File: config.mk
export PLATFORM = sky130hd
export DESIGN_NAME = gcu_video_timing
export DESIGN_NICKNAME = d
export VERILOG_FILES = /design/src/hdl/gcu_pkg.sv /design/src/hdl/gcu_video_timing.sv
export SDC_FILE = /design/constraint.sdc
export NUM_CORES = 1
export LEC_CHECK = 0
export BUFFER_PORTS_ARGS = -buffer_cell sky130_fd_sc_hd__buf_2
export CAP_MARGIN = 20
export CORE_MARGIN = 2
export CORE_UTILIZATION = 25
export CTS_CLUSTER_SIZE = 20
export DETAILED_ROUTE_END_ITERATION = 8
export GPL_ROUTABILITY_DRIVEN = 0
export HOLD_SLACK_MARGIN = 0.03
export SETUP_SLACK_MARGIN = 0.1
export SLEW_MARGIN = 20
export SYNTH_ARGS = -nofsm -noshare
export SYNTH_HDL_FRONTEND = slang
export SYNTH_SLANG_ARGS = --single-unit
File: constraint.sdc
create_clock -name CLK96 -period 0.8 [get_ports CLK96]
set_input_delay 0.08 -clock CLK96 [delete_from_list [all_inputs] [get_ports CLK96]]
set_output_delay 0.08 -clock CLK96 [all_outputs]
set_load 0.03 [all_outputs]
File: src/hdl/gcu_pkg.sv
package gcu_pkg;

    // active CPU command, one op line held at a time
    typedef enum logic [2:0] {
        OP_IDLE,
        OP_SELECT_REG,
        OP_WRITE_REG,
        OP_SET_PTR,
        OP_WRITE_RAM,
        OP_READ_RAM_H,
        OP_READ_RAM_L
    } gcu_op_e;

    // bus and RAM widths
    localparam int DATA_W    = 16;
    localparam int VRAM_AW   = 13;
    localparam int LAYER_AW  = 11;
    localparam int SPRITE_AW = 10;

    // register select keeps bit 7 and the low nibble
    localparam logic [7:0] REG_SEL_MASK = 8'h8F;
    localparam int SCROLL_REGS = 8;

    // video RAM region map
    localparam logic [VRAM_AW-1:0] SCR0_BASE   = 13'h0000;
    localparam logic [VRAM_AW-1:0] SCR1_BASE   = 13'h0800;
    localparam logic [VRAM_AW-1:0] SCR2_BASE   = 13'h1000;
    localparam logic [VRAM_AW-1:0] SPRITE_BASE = 13'h1800;
    localparam logic [VRAM_AW-1:0] VRAM_TOP    = 13'h1C00;

    // vertical interrupt
    localparam logic [8:0] VINT_LINE = 9'h0E6;
    localparam logic [2:0][7:0] VINT_ACK_REGS = {8'h8F, 8'h0F, 8'h0E};

endpackage

File: src/hdl/gcu_video_timing.sv
`timescale 1ns/1ps

module gcu_video_timing (
    input  logic       CLK96,
    input  logic       RESET96,
    input  logic [8:0] h,
    input  logic [8:0] v,
    input  logic [8:0] hs_start,
    input  logic [8:0] hs_end,
    input  logic [8:0] vs_start,
    input  logic [8:0] vs_end,
    input  logic       vint_ack,
    output logic       hsync,
    output logic       vsync,
    output logic       fblank,
    output logic       vint
);

    logic in_hs;
    logic in_vs;

    // horizontal bounds exclusive, vertical inclusive
    assign in_hs = (h > hs_start) && (h < hs_end);
    assign in_vs = (v >= vs_start) && (v <= vs_end);

    always_ff @(posedge CLK96 or posedge RESET96) begin
        if (RESET96) begin
            hsync  <= 1'b1;
            vsync  <= 1'b1;
            fblank <= 1'b1;
            vint   <= 1'b0;
        end else begin
            hsync  <= !in_hs;
            vsync  <= !in_vs;
            fblank <= !(in_hs || in_vs);
            // line drops on the interrupt scanline or on acknowledge
            vint   <= !((v == gcu_pkg::VINT_LINE) || vint_ack);
        end
    end

endmodule

==> summary.txt <==
CTS
  • Clock tree from TritonCTS: yes
  • Clock edge transition at the registers on the reported setup and hold paths: 30 ps
  • Number of buffers created by CTS: 3
  • Post-CTS Hold Fix Bufs: 1
  • Sink count of the clock tree: 4
  • Number of H-tree branching levels: 1
  • Maximum clock path buffer count: 2
  • CTS Root Buffer Type: clkbuf_8

Global routing
  • Overall global routing resource usage: approximately 12%
  • Maximum number of pins on one net before global-route repair: 5
  • Initial antenna violation count: 0
  • Wire length of the first global-routing pass: roughly 4300 um
  • Vias in the first global route: approximately 1000
  • Total grt overflow: 0

Placement
  • IO Port Bufs: 60
  • Total placed cells including tap cells: ~250
  • Half-perimeter wire length after detailed placement: 2330 um
  • DP Area: approximately 1600 um^2
  • Worst Setup Slack post-DPL: -621 ps

STA
  • Time the worst path needs with I/O delays and setup: between 1000 and 1500 ps
  • Accumulated negative setup slack: -1170 ps
  • RSZ-0062 raised after global routing: true
  • Final-report max-slew violation count: 0
  • Hold violation total from the final report: 0
  • Final worst hold slack: around 16 ps
  • Highest achievable clock rate: between 800 and 900 MHz
  • Worst Setup Slack, final: -323 ps
  • Setup violations, final: 6
  • Final clock period utilization by the worst path: 140%
  • Worst-Margin Slew: 271 ps
  • Relative slew margins: 81.9%

Die
  • Starting utilization of the core area: roughly a quarter
  • DIE HEIGHT: about 68 um
  • I/O pin total: slightly above 60
  • Placement Rows: 23
  • Die footprint: roughly 4700 um^2
  • Placeable core region: between 4000 and 5000 um^2
  • Floorplan die width: between 60 and 70 um

Run status
  • Violations in the final reports: setup timing
  • Run status: finished, violations left

Critical path
  • Worst setup path category: in -> reg
  • Critical path cell sequence: buf_8 > inv_12 > ha_4 > nand4_4 > nor2_2 > nand4b_1 > a32o_2 > a32oi_1
  • Maximum fanout count along the critical path: 3
  • Worst stage delay on the critical path: approximately 280 ps
  • Kind of cell adding the most delay to the critical path: compound AO/OA/AOI/OAI gates
  • Crit path launch type: input port
  • Crit path max-delay cell type: a32o_2
  • CP Buf/Inv Count: 2
  • Kind of end point of the critical path: flip-flop
  • Crit path DAT: ~1300 ps
  • Critical Path RT: around 930 ps

Pwr
  • Leak: approximately 1 nW
  • Power density cells: between 800 and 900 nW/um^2
  • Total design power: around 1.6 mW
  • Maximum VDD drop: 0.409 mV

Synthesis
  • Per-instance average area after synthesis: 7.91 um^2
  • Total standard cell area after synthesis: between 1000 and 1500 um^2
  • Gate count of the mapped netlist: 131
  • Yosys warns: 0
  • Sequential share of the synthesized area: roughly 10%
  • Area leader, netlist: ha_1
  • Portion of synthesized cell area occupied by the leading cell type: a little over two fifths
  • Main area contributors after synthesis: ha_1, inv_1, dfstp_2
  • Number of synthesized register bits: 4
  • Post-synth net total: roughly 220
  • Unique masters post-synth: 26

Finish
  • Number of nets in the finished design: approximately 300
  • Multi-input gate area in the final layout: ~1000 um^2
  • Fraction of layout instances using a drive strength above 1: a little under three fifths
  • Register Area: ~100 um^2
  • Layout Cells excl Fill: 256
  • Filler cells: around 390
  • Antenna cell count: 0
  • Synthesis-to-finish area growth: 85.4%
  • Final Core Density: approximately half
  • Final instance area: 1920 um^2

Min path
  • Type of the worst min-delay path: in -> reg

Drt
  • Remaining design rule violation count: 0
  • Sum of met3 wire segment lengths after detailed routing: roughly 150 um
  • Number of DRC violations after detailed-routing iteration 0: 18
  • Met1 Wirelength: 1260 um
  • Routed via count divided by cell count: 4.34
  • Wire length after detailed routing: about 2800 um
  • First-pass DRT Iterations: 6
  • Routed length per placed instance: about 11 um
  • Wire length on met2: ~1400 um
  • Via count: around 1100
  • Remaining number of nets flagged by the antenna check after routing: 0
  • Highest layer used for signal routing: met3

Flow run
  • Max-capacitance violation count: 0
## cells in the mapped netlist
cell type	instances
nor2b_1	4
inv_1	35
nand3_1	3
a32oi_1	1
and4_1	1
o21a_1	2
a21oi_1	11
nor2_1	6
nor3b_1	2
a21o_1	4
dfrtp_1	1
nor3_1	2
ha_1	35
o21ai_0	5
nand2_1	5
nand4b_1	2
nand2b_1	1
o2111ai_1	1
dfstp_2	3
and3_1	1
a2111oi_4	1
nand4_1	1
nand4_2	1
a21boi_0	1
and4_4	1
a32o_1	1
## logic make-up after synthesis
kind of cell / Yosys count / share of synthesized area (%)
buffers and inverters: 35 / 12.7
and+or+nand+nor: 30 / 16.9
adders and majority gates: 35 / 42.3
AOI/OAI and AO/OA: 27 / 18.1
DFF: 4 / 10.0
## flip-flops by register name, summed over array words and instances (netlist names)
name    count
fblank      1
vint        1
hsync       1
vsync       1
## path summary, 6_finish.rpt
check / start / end / cells after the start
max: vs_end[8] / fblank / 8
max in group asynchronous: RESET96 / vsync / 3
min in group asynchronous: RESET96 / vint / 3
min: vint_ack / vint / 2
## cell usage in the layout, fill, tap and decap left out, drive strengths merged
cell type    netlist  final
a21boi             1      1
buf                0     70
nand4              2      2
a32oi              1      1
ha                35     35
a21o               4      4
a21oi             11     11
a2111oi            1      1
nor3               2      2
nand3              3      3
clkbuf             0      4
nand4b             2      2
and3               1      1
o21a               2      2
inv               35     35
dfrtp              1      1
and4               2      2
nor3b              2      2
dlygate4sd3        0      1
nand2b             1      1
a32o               1      1
dfstp              3      3
nor2               6      6
o2111ai            1      1
nand2              5      5
nor2b              4      4
o21ai              5      5
## layout make-up
class	instances	share of cell area (%)
tap	50	3.26
sequential	4	5.41
timing repair buffer	71	25.7
multi-input combinational	92	54.6
clock buffer	4	2.35
inverter	35	8.66
## power by group
part           total, mW  leakage [nW]  switching, mW  internal (mW)
clock              0.446        0.0228          0.106          0.340
sequential         0.258        0.0433         0.0122          0.245
combinational      0.940         0.917          0.432          0.508
total               1.64         0.983          0.551           1.09
## metal layers
| metal | GRT usage [%] | vias up |
|---|---|---|
| met5 | 0 | - |
| met1 | 16.5 | 480 |
| met4 | 2.25 | 0 |
| met3 | 1.81 | 0 |
| li1 | - | 600 |
| met2 | 20.3 | 30 |
## timing repair
action | 4_1_cts | 5_1_grt
setup buffers | 0 | 0
hold endpoints to repair | 5 | 1
pin swaps | 23 | 5
gates resized for setup | 55 | 7
endpoints found under the setup margin | 7 | 8
(Power assumes the default switching activity.)
