### config.mk
export PLATFORM = sky130hd
export DESIGN_NAME = gcu_scroll_regs
export DESIGN_NICKNAME = d
export VERILOG_FILES = /design/src/hdl/gcu_pkg.sv /design/src/hdl/gcu_scroll_regs.sv
export SDC_FILE = /design/constraint.sdc
export NUM_CORES = 1
export LEC_CHECK = 0
export ABC_AREA = 1
export CORE_UTILIZATION = 37
export CTS_CLUSTER_DIAMETER = 80
export DETAILED_ROUTE_END_ITERATION = 10
export DONT_BUFFER_PORTS = 1
export GPL_TIMING_DRIVEN = 0
export PLACE_DENSITY = 0.6
export REMOVE_ABC_BUFFERS = 1
export SYNTH_ARGS = -nofsm -noshare
export SYNTH_HDL_FRONTEND = slang
export SYNTH_SLANG_ARGS = --single-unit
### constraint.sdc
create_clock -name CLK96 -period 4.6 [get_ports CLK96]
set_clock_uncertainty 0.1 [all_clocks]
set_input_delay 0 -clock CLK96 [delete_from_list [all_inputs] [get_ports CLK96]]
set_output_delay 0 -clock CLK96 [all_outputs]
set_load 0.02 [all_outputs]
### src/hdl/gcu_pkg.sv
package gcu_pkg;

    // active CPU command, one op line held at a time
    typedef enum logic [2:0] {
        OP_IDLE,
        OP_SELECT_REG,
        OP_WRITE_REG,
        OP_SET_PTR,
        OP_WRITE_RAM,
        OP_READ_RAM_H,
        OP_READ_RAM_L
    } gcu_op_e;

    // bus and RAM widths
    localparam int DATA_W    = 16;
    localparam int VRAM_AW   = 13;
    localparam int LAYER_AW  = 11;
    localparam int SPRITE_AW = 10;

    // register select keeps bit 7 and the low nibble
    localparam logic [7:0] REG_SEL_MASK = 8'h8F;
    localparam int SCROLL_REGS = 8;

    // video RAM region map
    localparam logic [VRAM_AW-1:0] SCR0_BASE   = 13'h0000;
    localparam logic [VRAM_AW-1:0] SCR1_BASE   = 13'h0800;
    localparam logic [VRAM_AW-1:0] SCR2_BASE   = 13'h1000;
    localparam logic [VRAM_AW-1:0] SPRITE_BASE = 13'h1800;
    localparam logic [VRAM_AW-1:0] VRAM_TOP    = 13'h1C00;

    // vertical interrupt
    localparam logic [8:0] VINT_LINE = 9'h0E6;
    localparam logic [2:0][7:0] VINT_ACK_REGS = {8'h8F, 8'h0F, 8'h0E};

endpackage

### src/hdl/gcu_scroll_regs.sv
`timescale 1ns/1ps

module gcu_scroll_regs (
    input  logic                       CLK96,
    input  logic                       RESET96,
    input  logic [gcu_pkg::DATA_W-1:0] din,
    input  logic                       reg_select,
    input  logic                       reg_write,
    output logic [gcu_pkg::DATA_W-1:0] bg_scroll_x,
    output logic [gcu_pkg::DATA_W-1:0] bg_scroll_y,
    output logic [gcu_pkg::DATA_W-1:0] fg_scroll_x,
    output logic [gcu_pkg::DATA_W-1:0] fg_scroll_y,
    output logic [gcu_pkg::DATA_W-1:0] text_scroll_x,
    output logic [gcu_pkg::DATA_W-1:0] text_scroll_y,
    output logic [gcu_pkg::DATA_W-1:0] sprite_scroll_x,
    output logic [gcu_pkg::DATA_W-1:0] sprite_scroll_y,
    output logic                       vint_ack
);

    logic [7:0]                 reg_num;
    logic [gcu_pkg::DATA_W-1:0] scroll [gcu_pkg::SCROLL_REGS];

    // 0xFF after reset, so nothing is selected
    always_ff @(posedge CLK96 or posedge RESET96) begin
        if (RESET96) begin
            reg_num <= 8'hFF;
        end else if (reg_select) begin
            reg_num <= din[7:0] & gcu_pkg::REG_SEL_MASK;
        end
    end

    // entries 0..7 and 0x80..0x87 only, bit 3 marks the others
    always_ff @(posedge CLK96 or posedge RESET96) begin
        if (RESET96) begin
            for (int i = 0; i < gcu_pkg::SCROLL_REGS; i++) begin
                scroll[i] <= '0;
            end
        end else if (reg_write && !reg_num[3]) begin
            scroll[reg_num[2:0]] <= din;
        end
    end

    always_comb begin
        vint_ack = 1'b0;
        for (int i = 0; i < $size(gcu_pkg::VINT_ACK_REGS); i++) begin
            if (reg_num == gcu_pkg::VINT_ACK_REGS[i])
                vint_ack = 1'b1;
        end
    end

    assign bg_scroll_x     = scroll[0];
    assign bg_scroll_y     = scroll[1];
    assign fg_scroll_x     = scroll[2];
    assign fg_scroll_y     = scroll[3];
    assign text_scroll_x   = scroll[4];
    assign text_scroll_y   = scroll[5];
    assign sprite_scroll_x = scroll[6];
    assign sprite_scroll_y = scroll[7];

endmodule

==> impl_metrics.csv <==
group,metric,value,unit
logic_synthesis,synth_compound_area_share,3.41,%
logic_synthesis,synth.avg_cell_area,8.96,µm²
timing,drv_slew,0,
route,firstDrtPassIters,5,
power,vdd_drop_max,274,µV
critical_path,timing.critical_path.cells,"nor2_2, nand3_1, nand2_1, nand2_1",
critical_path,reg2regPathDepth,4,
route,route.detailed.drc,0,
floorplanning,rows,43,
cells_and_area,syn2layout_area_growth,17.6,%
critical_path,cp_max_fo,22,
cts,cts_tree,"yes",
job,maxCapViolations,0,
critical_path,cp.required,4.80,ns
critical_path,max_stage_delay,0.83,ns
cells_and_area,fin_area,0.00638,mm²
critical_path,worst_setup_path_end_kind,"flop",
cts,cts_hold_buf,19,
floorplanning,die_w,123,µm
cts,cts_num_sinks,134,
global_routing,grt_pass1_wl,24600,µm
logic_synthesis,synth-xor-area-share,0,%
floorplanning,die_h,123,µm
route,antenna_left,0,
floorplanning,num_io_pins,149,
timing,period_share,55.3,%
logic_synthesis,yosysWarnings,0,
placement,dpl_cell_area,0.00547,mm²
timing,slew_headroom,28.2,%
placement,placed_cells,741,
cts,cts_root_buffer,"clkbuf_16",
critical_path,crit_cells,4,
placement,dpl.hpwl,10100,µm
route,drtIter0Drc,329,
route,vias_per_cell,5.15,
cts,cts_setup_buffers,0,
timing,fin_crit,2.54,ns
critical_path,critical_path_class,"reg2reg",
logic_synthesis,seq_area_frac_synth,62.0,%
logic_synthesis,synth_area,0.00542,mm²
cts,htreeDepth,4,
cts,numCtsBuffers,17,
critical_path,cp_top_family,"simple AND/OR/NAND/NOR gates",
min_path,hp-class,"in2async",
cells_and_area,final_cell_mix,"nand2_1, dfrtp_1, nand3_1",
logic_synthesis,synthAdderAreaFrac,0,%
timing,rsz0062_at_grt,"false",
critical_path,start_kind,"flop",
route,vias,4108,
global_routing,grt_usage,23.1,%
cts,clkTransAtPathRegs,0.06,ns
power,power_density,684,mW/mm²
cells_and_area,drive_above_1_share,9.80,%
logic_synthesis,synth_top_family_by_area,"simple AND/OR/NAND/NOR gates",
route,finalWirelength,16800,µm
cts,insertion_delay,0.42,ns
critical_path,cp_slowest_cell,"nor2_2",
logic_synthesis,ys_ff_latch,134,
logic_synthesis,syn-instance-count,605,
critical_path,crit_buf_inv,0,
cells_and_area,fillers,1348,
timing,hold_viol,0,
cts,cts-resized-gates,0,
logic_synthesis,muxShareOfSynthArea,0.208,%
run_status,status,"finished clean",
critical_path,path_common_cell,"nand2_1",
floorplanning,core_area,0.0141,mm²
power,p_total,4.36,mW
critical_path,cp.arrival,2.75,ns
timing,fmax,393,MHz
cells_and_area,final_common_cell,"nand2_1",
placement,place_congestion,0.746,
floorplanning,start_util,38.5,%
logic_synthesis,synth_area_leaders,"dfrtp_1, nand2_1, nand3_1, o21ai_0, dfstp_2",
cells_and_area,nets,619,
placement,placement.io_buffers,0,
global_routing,grt_max_degree,85,
global_routing,grt_overflow,0,
logic_synthesis,ys_types,20,
power,leakagePower,3.23,nW
global_routing,grt_pass1_vias,4000,
cts,clockBufferDepth,2,
cells_and_area,final_cells,797,
global_routing,antenna_found_initial,5,
timing,worst_pin_slew,1.08,ns
floorplanning,die_area,0.0151,mm²
route,wire_per_inst,21.1,µm
logic_synthesis,synth_top_cell_by_area,"dfrtp_1",
timing,setup_violations,0,
logic_synthesis,synth-simple-area-share,29.7,%
logic_synthesis,synth.top_cell.area_share,59.1,%
metal layers:
| layer | track usage, % | up-vias | wire [µm] |
|---|---|---|---|
| met3 | 10.1 | 10 | 1580 |
| met2 | 35.9 | 167 | 8070 |
| li1 | - | 1896 | - |
| met5 | 0 | - | 0 |
| met4 | 6.25 | 0 | 100 |
| met1 | 29.3 | 2035 | 7080 |
through the flow:
stage | setup TNS [ns] | util, % | setup slack [ns] | hold slack, ns
CTS | 0 | 45.1 | 2.02 | 0.0172
detailed placement | 0 | 38.8 | 2.02 | -0.172
global placement | -40.55 | 38.5 | -0.332 | -0.0645
global route | 0 | 45.2 | 1.85 | 0.0399
finish | 0 | 45.2 | 2.06 | 0.0139
floorplan | 0 | - | 0.927 | -0.0675
final cells by class:
type	count	area, µm²	share of cell area, %
antenna	5	12.5	0.196
clock buffer	18	439	6.89
clock inverter	14	269	4.22
inverter	8	35.0	0.549
multi-input combinational	418	1820	28.5
sequential	134	3360	52.7
tap	180	225	3.53
timing repair buffer	20	218	3.41
synth_stat cells (all sizes together):
| master | instances |
|---|---|
| a21oi | 1 |
| nand3 | 69 |
| nor2 | 12 |
| mux2 | 1 |
| dfstp | 6 |
| o21ai | 36 |
| clkbuf | 17 |
| nand4 | 1 |
| dfrtp | 128 |
| inv | 8 |
| nand2 | 298 |
| buf | 28 |
worst paths after layout:
kind                                 start           endpoint  slack, ns
worst max register to register  reg_num[3]    bg_scroll_y[11]       2.06
worst min register to register  reg_num[6]         reg_num[6]       0.36
worst min-delay path               RESET96     bg_scroll_y[0]       0.01
max in group asynchronous          RESET96   text_scroll_y[7]       3.61
min in group CLK96               reg_write  text_scroll_y[10]       0.04
worst max-delay path            reg_num[3]    bg_scroll_y[11]       2.06
cell families (layout without fill, tap and decap cells):
family	Yosys count	count (layout)
and+or+nand+nor	380	380
muxes	1	1
AOI/OAI and AO/OA	37	37
other	0	5
DFF	134	134
buffers and inverters	53	60
where the power goes:
part           total [mW]  internal (mW)  leakage, nW  switching [mW]
clock                1.63           1.09        0.343           0.533
sequential           2.27           1.54         1.69           0.735
combinational       0.462          0.159         1.20           0.303
total                4.36           2.79         3.23            1.57
state kept, by name, indices dropped and copies added, names as in the netlist:
name / count
fg_scroll_y: 16
sprite_scroll_y: 16
bg_scroll_y: 16
bg_scroll_x: 16
text_scroll_y: 16
text_scroll_x: 16
reg_num: 6
sprite_scroll_x: 16
fg_scroll_x: 16
(Power assumes the default switching activity.)
