[config.mk]
export PLATFORM = sky130hd
export DESIGN_NAME = gcu_cpu_port_flat
export DESIGN_NICKNAME = d
export VERILOG_FILES = /design/src/hdl/gcu_pkg.sv /design/src/hdl/gcu_vram_if.sv /design/src/hdl/gcu_cpu_port.sv /design/src/flat_wrapper.sv
export SDC_FILE = /design/constraint.sdc
export NUM_CORES = 1
export LEC_CHECK = 0
export ABC_AREA = 1
export ABC_CLOCK_PERIOD_IN_PS = 3900
export BUFFER_PORTS_ARGS = -buffer_cell sky130_fd_sc_hd__buf_2
export CORE_MARGIN = 5
export CORE_UTILIZATION = 39
export DETAILED_ROUTE_END_ITERATION = 16
export GPL_TIMING_DRIVEN = 0
export MAX_ROUTING_LAYER = met4
export PLACE_DENSITY = 0.66
export SETUP_SLACK_MARGIN = 0.2
export SLEW_MARGIN = 25
export SYNTH_ARGS = -nofsm -noshare
export SYNTH_HDL_FRONTEND = slang
export SYNTH_SLANG_ARGS = --single-unit
[constraint.sdc]
create_clock -name CLK96 -period 3.9 [get_ports CLK96]
set_input_delay 0.195 -clock CLK96 [delete_from_list [all_inputs] [get_ports CLK96]]
set_output_delay 0.195 -clock CLK96 [all_outputs]
set_load 0.005 [all_outputs]
[src/hdl/gcu_pkg.sv]
package gcu_pkg;

    // active CPU command, one op line held at a time
    typedef enum logic [2:0] {
        OP_IDLE,
        OP_SELECT_REG,
        OP_WRITE_REG,
        OP_SET_PTR,
        OP_WRITE_RAM,
        OP_READ_RAM_H,
        OP_READ_RAM_L
    } gcu_op_e;

    // bus and RAM widths
    localparam int DATA_W    = 16;
    localparam int VRAM_AW   = 13;
    localparam int LAYER_AW  = 11;
    localparam int SPRITE_AW = 10;

    // register select keeps bit 7 and the low nibble
    localparam logic [7:0] REG_SEL_MASK = 8'h8F;
    localparam int SCROLL_REGS = 8;

    // video RAM region map
    localparam logic [VRAM_AW-1:0] SCR0_BASE   = 13'h0000;
    localparam logic [VRAM_AW-1:0] SCR1_BASE   = 13'h0800;
    localparam logic [VRAM_AW-1:0] SCR2_BASE   = 13'h1000;
    localparam logic [VRAM_AW-1:0] SPRITE_BASE = 13'h1800;
    localparam logic [VRAM_AW-1:0] VRAM_TOP    = 13'h1C00;

    // vertical interrupt
    localparam logic [8:0] VINT_LINE = 9'h0E6;
    localparam logic [2:0][7:0] VINT_ACK_REGS = {8'h8F, 8'h0F, 8'h0E};

endpackage

[src/hdl/gcu_vram_if.sv]
`timescale 1ns/1ps

interface gcu_vram_if;

    logic [gcu_pkg::VRAM_AW-1:0] addr;
    logic [gcu_pkg::DATA_W-1:0]  wdata;
    logic                        we;
    // one cycle after addr
    logic [gcu_pkg::DATA_W-1:0]  rdata;

    modport cpu (
        output addr,
        output wdata,
        output we,
        input  rdata
    );

    modport ram (
        input  addr,
        input  wdata,
        input  we,
        output rdata
    );

endinterface

[src/hdl/gcu_cpu_port.sv]
`timescale 1ns/1ps

module gcu_cpu_port (
    input  logic                       CLK96,
    input  logic                       RESET96,
    input  logic [gcu_pkg::DATA_W-1:0] din,
    input  logic                       op_select_reg,
    input  logic                       op_write_reg,
    input  logic                       op_write_ram,
    input  logic                       op_read_ram_h,
    input  logic                       op_read_ram_l,
    input  logic                       op_set_ram_ptr,
    output logic                       ack,
    output logic [gcu_pkg::DATA_W-1:0] dout,
    output logic                       reg_select,
    output logic                       reg_write,
    gcu_vram_if.cpu                    vram
);

    typedef enum logic [1:0] {
        ST_IDLE,
        ST_WR_INC,
        ST_RD_WAIT,
        ST_RD_LOAD
    } seq_state_e;

    gcu_pkg::gcu_op_e op_cur;
    gcu_pkg::gcu_op_e op_last;
    seq_state_e       state;
    logic             op_start;
    logic             is_read;

    logic [gcu_pkg::DATA_W-1:0]  ptr;
    logic [gcu_pkg::VRAM_AW-1:0] rd_offset;
    logic [gcu_pkg::VRAM_AW-1:0] ram_addr;
    logic [gcu_pkg::DATA_W-1:0]  ram_wdata;
    logic                        ram_we;

    // op lines to one command
    always_comb begin
        if (op_select_reg)
            op_cur = gcu_pkg::OP_SELECT_REG;
        else if (op_write_reg)
            op_cur = gcu_pkg::OP_WRITE_REG;
        else if (op_set_ram_ptr)
            op_cur = gcu_pkg::OP_SET_PTR;
        else if (op_write_ram)
            op_cur = gcu_pkg::OP_WRITE_RAM;
        else if (op_read_ram_h)
            op_cur = gcu_pkg::OP_READ_RAM_H;
        else if (op_read_ram_l)
            op_cur = gcu_pkg::OP_READ_RAM_L;
        else
            op_cur = gcu_pkg::OP_IDLE;
    end

    // a held op acts only once
    assign op_start = (op_cur != op_last);
    assign is_read  = (op_cur == gcu_pkg::OP_READ_RAM_H) || (op_cur == gcu_pkg::OP_READ_RAM_L);
    assign rd_offset = {{(gcu_pkg::VRAM_AW-1){1'b0}}, op_cur == gcu_pkg::OP_READ_RAM_L};

    assign reg_select = op_start && (op_cur == gcu_pkg::OP_SELECT_REG);
    assign reg_write  = op_start && (op_cur == gcu_pkg::OP_WRITE_REG);

    always_ff @(posedge CLK96 or posedge RESET96) begin
        if (RESET96) begin
            op_last <= gcu_pkg::OP_IDLE;
            state   <= ST_IDLE;
            ack     <= 1'b1;
            ram_we  <= 1'b0;
            ptr     <= '0;
        end else begin
            op_last <= op_cur;
            ram_we  <= 1'b0;
            if (op_start) begin
                state <= ST_IDLE;
                ack   <= 1'b1;
                case (op_cur)
                    gcu_pkg::OP_SET_PTR: ptr <= din;
                    gcu_pkg::OP_WRITE_RAM: begin
                        ram_we <= 1'b1;
                        ack    <= 1'b0;
                        state  <= ST_WR_INC;
                    end
                    gcu_pkg::OP_READ_RAM_H, gcu_pkg::OP_READ_RAM_L: begin
                        ack   <= 1'b0;
                        state <= ST_RD_WAIT;
                    end
                    default: ;
                endcase
            end else begin
                case (state)
                    ST_WR_INC: begin
                        ptr   <= ptr + 1'b1;
                        ack   <= 1'b1;
                        state <= ST_IDLE;
                    end
                    // RAM output settles here
                    ST_RD_WAIT: state <= ST_RD_LOAD;
                    ST_RD_LOAD: begin
                        ack   <= 1'b1;
                        state <= ST_IDLE;
                    end
                    default: ;
                endcase
            end
        end
    end

    // address, write data and read result
    always_ff @(posedge CLK96) begin
        if (op_start && op_cur == gcu_pkg::OP_WRITE_RAM) begin
            ram_addr  <= ptr[gcu_pkg::VRAM_AW-1:0];
            ram_wdata <= din;
        end else if (op_start && is_read) begin
            ram_addr <= ptr[gcu_pkg::VRAM_AW-1:0] + rd_offset;
        end
        if (!op_start && state == ST_RD_LOAD)
            dout <= vram.rdata;
    end

    assign vram.addr  = ram_addr;
    assign vram.wdata = ram_wdata;
    assign vram.we    = ram_we;

endmodule

[src/flat_wrapper.sv]
// flat-port wrapper written by rule: the top's interface ports become plain ports
module gcu_cpu_port_flat 
  (CLK96, RESET96, din, op_select_reg, op_write_reg, op_write_ram, op_read_ram_h, op_read_ram_l, op_set_ram_ptr, ack, dout, reg_select, reg_write, vram_addr, vram_wdata, vram_we, vram_rdata);
  gcu_vram_if vram_i ();
  input  logic CLK96;
  input  logic RESET96;
  input  logic [gcu_pkg::DATA_W-1:0] din;
  input  logic op_select_reg;
  input  logic op_write_reg;
  input  logic op_write_ram;
  input  logic op_read_ram_h;
  input  logic op_read_ram_l;
  input  logic op_set_ram_ptr;
  output logic ack;
  output logic [gcu_pkg::DATA_W-1:0] dout;
  output logic reg_select;
  output logic reg_write;
  output wire logic [$bits(vram_i.addr)-1:0] vram_addr;
  output wire logic [$bits(vram_i.wdata)-1:0] vram_wdata;
  output wire logic [$bits(vram_i.we)-1:0] vram_we;
  input wire logic [$bits(vram_i.rdata)-1:0] vram_rdata;
  assign vram_addr = vram_i.addr;
  assign vram_wdata = vram_i.wdata;
  assign vram_we = vram_i.we;
  assign vram_i.rdata = vram_rdata;
  gcu_cpu_port u_core (.CLK96(CLK96), .RESET96(RESET96), .din(din), .op_select_reg(op_select_reg), .op_write_reg(op_write_reg), .op_write_ram(op_write_ram), .op_read_ram_h(op_read_ram_h), .op_read_ram_l(op_read_ram_l), .op_set_ram_ptr(op_set_ram_ptr), .ack(ack), .dout(dout), .reg_select(reg_select), .reg_write(reg_write), .vram(vram_i));
endmodule
==> flow_metrics.py, run 1 <==
metrics = {
    "setup_path": {
        "cp.arrival_ns": 1.97,
        "worst_ep_required_time_ns": 3.87,
        "endpoint_kind": "register",
        "worstPathMaxFanout": 18,
        "crit_chain": "inv_1 -> nand3_1 -> and2_4 -> buf_6 -> nand2_4 -> nand2_4 -> inv_1",
        "rrSetupSlack_ns": 1.90,
        "startpoint_type": "register",
        "worst-setup-path-type": "register to register",
        "slowest_delay_ns": 0.54,
        "rr_endpoint": "u_core.vram.wdata[9]",
        "cp_slowest_cell": "inv_1",
        "r2r_cells": 7,
        "rr_startpoint": "u_core.op_last[1]",
    },
    "layout": {
        "drive_gt1_share_pct": 34.81,
        "seq_area_sq_um": 1853,
        "multi_input_area_sq_um": 1239,
        "area_growth_pct": 25.60,
        "instances_no_fill": 556,
        "finalNetCount": 490,
        "nFillCells": 806,
        "antenna_cells": 0,
    },
    "clock_tree": {
        "cts_tree": "built",
        "clk_pin_slew_ns": 0.08,
        "clk_latency_ns": 0.34,
        "cts_buffers": 9,
        "clock-sinks": 65,
        "root_buffer": "clkbuf_8",
        "cts.htree.levels": 3,
        "clk_path_buf_depth": 2,
    },
    "min_path": {
        "min_path_type": "primary input to async pin",
    },
    "place": {
        "dp.final_hpwl_mm": 5.319,
        "place.port_buffers": 88,
        "dp_cells": 532,
        "gp_congestion": 0.8677,
    },
    "power": {
        "swShare_pct": 31.59,
        "leakagePower_nw": 2.003,
        "p_per_area_nw_per_um2": 440.9,
        "vdd_drop_max_v": 0.0002874,
        "power_frac_comb_pct": 21.3,
        "p_total_mw": 1.854,
        "p_sw_mw": 0.5857,
        "pwr-share-seq_pct": 47.0,
        "p_clk_share_pct": 31.7,
        "p_int_mw": 1.268,
    },
    "timing": {
        "fin_skew_ns": 0.01060,
        "rsz0062_at_grt": "false",
        "slew_headroom_pct": 45.96,
        "setup_tns_ns": 0,
        "post-route-period-util_pct": 51.18,
        "whs_ns": -0.007795,
        "setup_viol_count_final": 0,
        "clock.fmax_mhz": 501.0,
        "hold_violations": 7,
        "final_max_slew_viol_count": 0,
        "finalCriticalPeriod_ns": 1.996,
        "worst_pin_slew_ns": 0.8096,
    },
    "die": {
        "dieArea_sq_um": 10540,
        "die_y_um": 102.7,
        "fp-row-count": 33,
        "core_area_sq_um": 8299,
        "start_util_pct": 40.34,
        "num_io_pins": 89,
        "die_w_um": 102.7,
    },
    "logic_synthesis": {
        "synth_most_common_cell": "nand2_1",
        "synth_cell_type_count": 26,
        "yosysTopAreaCell": "edfxtp_1",
        "yosys-top-cells-area": "edfxtp_1, dfrtp_1, nand2_1, nand3_1, inv_1",
        "synth_commonest_cells": "nand2_1, inv_1, edfxtp_1, nand3_1",
        "synth_top_area_share_pct": 40.36,
        "synth_ff_type": "edfxtp_1",
        "synthArstFlopShare_pct": 30.77,
        "syn_avg_cell_area_sq_um": 9.877,
        "ys_seq_area_share_pct": 55.34,
        "yosys_warnings": 0,
        "synth_seq_cells": 65,
        "syn_nets": 383,
        "synth_edf_count": 45,
        "syn_inst": 339,
        "syn_area_sq_um": 3348,
    },
    "routing": {
        "first_pass_iters": 4,
        "via_per_inst": 4.597,
        "via_count": 2556,
        "drc": 0,
        "drtIter0Drc": 144,
        "ant_nets": 0,
        "finalWirelength_mm": 7.062,
        "wl_per_cell_um": 12.70,
    },
    "grt": {
        "grt_pass1_wl_mm": 11.87,
        "grt_start_max_net_pins": 21,
        "grt_usage_pct": 14.75,
        "overflow": 0,
        "antenna_found_initial": 0,
        "grt_pass1_vias": 2517,
    },
    "status": {
        "outcome": "finished, violations left",
        "violations": "hold timing",
    },
    "job": {
        "cap_viol_max_count": 0,
    },
}
## what timing repair did
action,in CTS,in global routing
resized for setup,0,0
setup endpoints to repair,0,0
hold endpoints to repair,0,8
hold buffers,0,8
setup buffers,0,0
## per-stage QoR
stage / setup slack, ns / cell area [sq um] / util (%)
after floorplan: 1.929 / 3348 / -
after global placement: 1.567 / 3920 / 47.23
after detailed placement: 1.619 / 3923 / 47.26
after CTS: 1.791 / 4123 / 49.68
after global routing: 1.762 / 4205 / 50.67
final: 1.904 / 4205 / 50.67
## layout by cell type, fill, tap and decap left out, types with 2 or more instances in the layout
| cell type | count |
|---|---|
| clkinvlp_4 | 2 |
| buf_6 | 3 |
| o21ai_2 | 11 |
| buf_2 | 92 |
| inv_1 | 47 |
| dfrtp_1 | 19 |
| nand2_2 | 19 |
| nor3_1 | 2 |
| nand3_2 | 3 |
| nand2_4 | 4 |
| inv_6 | 3 |
| clkbuf_8 | 9 |
| o21ai_0 | 4 |
| xor2_1 | 19 |
| nor2_2 | 2 |
| nor2_1 | 14 |
| o21bai_1 | 13 |
| edfxtp_1 | 45 |
| nand4_1 | 4 |
| nor2_4 | 3 |
| nand3_1 | 37 |
| ha_1 | 4 |
| nand2_1 | 75 |
| dlygate4sd3_1 | 8 |
## cell families (layout without fill, tap and decap cells)
logic type      Yosys count  count (layout)  share of synthesized area (%)
xor+xnor                 19              19                          4.970
flops                    65              65                          55.34
simple gates            164             164                          23.84
buf+inv                  58             170                          7.810
compound gates           29              29                          6.539
fa+ha+maj                 4               4                          1.495
## power by group through the flow
stage | sequential, mW | combinational, mW | clock, mW
after detailed placement | 0.884 | 0.387 | 0
after global placement | 0.882 | 0.379 | 0
final | 0.871 | 0.396 | 0.587
after CTS | 0.869 | 0.391 | 0.603
after global routing | 0.879 | 0.450 | 0.641
after floorplan | 0.866 | 0.299 | 0
## flip-flops by register name, summed over array words and instances, names as in the netlist
name	cells
u_core.ptr	13
u_core.vram.we	1
u_core.ack	1
u_core.op_last	3
u_core.vram.addr	13
u_core.dout	16
u_core.vram.wdata	16
u_core.state	2
## worst max-delay path, delay by kind of cell (launching register included)
kind | cells | cell delay [ns]
flip-flops | 1 | 0.39
AND/OR/NAND/NOR | 4 | 0.51
buffers and inverters | 3 | 0.72
## worst max path at each step
| stage | startpoint | end | slack, ns | cells after the start |
|---|---|---|---|---|
| after floorplan | op_write_ram | u_core.dout[0] | 1.93 | 9 |
| final | u_core.op_last[1] | u_core.vram.wdata[9] | 1.90 | 7 |
| after global routing | op_write_ram | u_core.vram.addr[10] | 1.76 | 14 |
| after global placement | op_write_ram | u_core.dout[14] | 1.57 | 10 |
| after CTS | u_core.op_last[2] | u_core.vram.addr[3] | 1.79 | 5 |
| after detailed placement | op_write_ram | u_core.vram.addr[10] | 1.62 | 14 |
## cell type report
type | count | share of cell area [%]
Clock buffer | 9 | 2.946
Sequential cell | 65 | 44.06
Multi-Input combinational cell | 216 | 29.46
Clock inverter | 7 | 1.815
Tap cell | 105 | 3.124
Inverter | 48 | 4.284
Timing Repair Buffer | 96 | 12.38
Buffer | 10 | 1.934
## per-layer routing
| metal | up-vias | GRT usage, % | part of all wire (%) |
|---|---|---|---|
| met3 | 6 | 4.127 | 7.7 |
| met2 | 89 | 21.85 | 44 |
| li1 | 1311 | - | - |
| met5 | - | - | 0 |
| met4 | 0 | 4.541 | 1.4 |
| met1 | 1150 | 19.70 | 47 |
No activity file was read; power rests on OpenSTA's default activity.
==> run 2: changes to the inputs <==
Settings changed: ABC_AREA 1 to 0, ABC_CLOCK_PERIOD_IN_PS 3900 to 2100, PLACE_DENSITY 0.66 to 0.67.
Clock period 3.9 ns to 2.1 ns, I/O delays scaled along.
==> flow_metrics.py, run 2 <==
metrics = {
    "status": {
        "outcome": "finished clean",
    },
    "layout": {
        "finalNetCount": 412,
        "postLayoutCoreUtil_pct": 59.94,
        "nFillCells": 590,
        "layout_commonest_cell": "buf_2",
        "drive_gt1_share_pct": 44.77,
        "design_area_sq_um": 4348,
        "instances_no_fill": 472,
        "antenna_cells": 0,
        "area_growth_pct": 49.53,
        "multi_input_area_sq_um": 1130,
        "final_cell_mix": "buf_2, edfxtp_1, dlygate4sd3_1",
        "seq_area_sq_um": 1857,
    },
    "grt": {
        "grt_pass1_wl_mm": 10.70,
        "use_met1_pct": 18.75,
        "antenna_found_initial": 0,
        "overflow": 0,
        "grt_pass1_vias": 2291,
        "grt_start_max_net_pins": 27,
        "use_met3_pct": 3.909,
        "busiest_layer": "met2",
        "grt_use_met2_pct": 26.62,
        "grt_usage_pct": 16.00,
    },
    "timing": {
        "finalCriticalPeriod_ns": 1.916,
        "hold_violations": 0,
        "post-route-period-util_pct": 91.23,
        "worst_slack_ns": 0.1842,
        "worst_pin_slew_ns": 0.8652,
        "slew_headroom_pct": 42.26,
        "setup_tns_ns": 0,
        "fin_skew_ns": 0.01042,
        "final_max_slew_viol_count": 0,
        "whs_ns": 0.1086,
        "setup_viol_count_final": 0,
        "rsz0062_at_grt": "true",
        "clock.fmax_mhz": 522.0,
    },
    "logic_synthesis": {
        "synth_adder_area_share_pct": 1.721,
        "synth_seq_cells": 65,
        "synth.area.mux_share_pct": 3.873,
        "syn_inst": 215,
        "synth_edf_count": 45,
        "synth_commonest_cells": "edfxtp_1, dfrtp_1, nor2_1, nand2_1",
        "syn_area_sq_um": 2908,
        "syn_avg_cell_area_sq_um": 13.52,
        "synth_top_area_share_pct": 46.47,
        "yosys-top-cells-area": "edfxtp_1, dfrtp_1, mux2i_1, nor2_1, nor3_2",
        "synth_top_family_by_area": "simple AND/OR/NAND/NOR gates",
        "syn_nets": 259,
        "yosys_warnings": 0,
        "synth_ff_type": "edfxtp_1",
        "ys_seq_area_share_pct": 63.73,
        "synth-simple-area-share_pct": 12.48,
        "synthArstFlopShare_pct": 30.77,
        "synth_cell_type_count": 45,
        "synth_compound_area_share_pct": 10.20,
        "synth_xor_area_share_pct": 4.991,
        "synth_most_common_cell": "edfxtp_1",
        "yosysTopAreaCell": "edfxtp_1",
    },
    "clock_tree": {
        "cts.htree.levels": 3,
        "clk_path_buf_depth": 2,
        "clock-sinks": 65,
        "clk_pin_slew_ns": 0.07,
        "cts_tree": "built",
        "cts_buffers": 9,
        "root_buffer": "clkbuf_8",
        "clk_latency_ns": 0.35,
    },
    "setup_path": {
        "crit_end": "u_core.vram.addr[7]",
        "r2r_cells": 5,
        "rr_endpoint": "u_core.vram.addr[1]",
        "worstSetupStartpoint": "op_read_ram_h",
        "worst-setup-path-type": "primary input to register",
        "startpoint_type": "primary input",
        "rr_startpoint": "u_core.op_last[2]",
        "worstPathMaxFanout": 5,
        "endpoint_kind": "register",
        "cp.arrival_ns": 1.99,
        "rrSetupSlack_ns": 0.25,
        "worst_ep_required_time_ns": 2.18,
    },
    "routing": {
        "wl_per_cell_um": 15.00,
        "ant_nets": 0,
        "drtIter0Drc": 111,
        "finalWirelength_mm": 7.078,
        "first_pass_iters": 5,
        "via_per_inst": 4.835,
        "drc": 0,
        "via_count": 2282,
    },
    "die": {
        "start_util_pct": 40.09,
        "dieArea_sq_um": 9282,
        "core_area_sq_um": 7253,
        "fp-row-count": 31,
        "die_y_um": 96.35,
        "die_w_um": 96.35,
        "num_io_pins": 89,
    },
    "power": {
        "leakagePower_nw": 1.741,
        "p_int_mw": 2.279,
        "swShare_pct": 29.96,
        "p_total_mw": 3.254,
        "vdd_drop_max_v": 0.0004117,
        "p_per_area_nw_per_um2": 748.4,
        "p_sw_mw": 0.9750,
        "pwr-share-seq_pct": 50.7,
        "power_frac_comb_pct": 20.7,
        "p_clk_share_pct": 28.6,
    },
    "place": {
        "gp_congestion": 0.8688,
        "place.port_buffers": 88,
        "dp.final_hpwl_mm": 4.457,
        "dp_cells": 402,
        "pre_cts_ws_ns": -0.3314,
        "post_dp_cell_area_sq_um": 3516,
    },
    "min_path": {
        "min_path_type": "primary input to register",
    },
    "job": {
        "cap_viol_max_count": 0,
    },
}
run 2: cell types whose count changed after synthesis, sizes merged, moves of 7 or more:
cell	change
nor3	+11
o21ai	-7
a21oi	+8
nand3	-33
o21bai	-13
mux2i	+9
nand2	-86
xnor2	+7
xor2	-12
inv	-39
run 2: layer usage:
metal  vias up  wire length, um
li1       1108                -
met1      1087             2915
met2        79             3681
met3         8              432
met4         0               48
met5         -                0
run 2: area by class of cell:
class                           instances  area share [%]
Inverter                                9          0.7770
Tap cell                               99           2.849
Clock buffer                            9           2.849
Clock inverter                          7           1.065
Multi-Input combinational cell        135           25.99
Timing Repair Buffer                  142           22.24
Buffer                                  6           1.525
Sequential cell                        65           42.71
run 2: cell families after synthesis:
group                      after synthesis
muxes                                   11
adders and majority gates                4
buffers and inverters                   15
and+or+nand+nor                         67
AOI/OAI and AO/OA                       39
DFF                                     65
xor gates and xnor gates                14
run 2: power groups by stage:
stage                     sequential (mW)  combinational, mW  clock [mW]
final                                1.65              0.673       0.930
after global routing                 1.67              0.745        1.01
after CTS                            1.64              0.613       0.955
after detailed placement             1.67              0.544           0
after global placement               1.66              0.532           0
after floorplan                      1.64              0.387           0
run 2: repair_timing:
item / CTS / global route
hold endpoints to repair: 51 / 0
resized for setup: 14 / 22
buffers inserted: 6 / 15
pin swaps: 6 / 11
endpoints found under the setup margin: 36 / 52
hold buffers: 33 / 0
run 2: worst min-delay path by stage:
stage,cells past startpoint,start,endpoint
finish,3,op_read_ram_h,u_core.state[1]
global route,3,op_read_ram_h,u_core.state[1]
CTS,3,op_select_reg,u_core.op_last[0]
detailed placement,1,vram_rdata[14],u_core.dout[14]
global placement,1,vram_rdata[3],u_core.dout[3]
floorplan,1,RESET96,u_core.op_last[0]
run 2: critical path, stage by stage:
cell and delay [ns]:
buf_8 0.10, or3b_4 0.40, a21oi_4 0.19, buf_6 0.14, o21ai_4 0.06, nor2_4 0.14, buf_4 0.12, ha_1 0.13
nand3_1 0.22, nor4_2 0.27, xor2_1 0.11
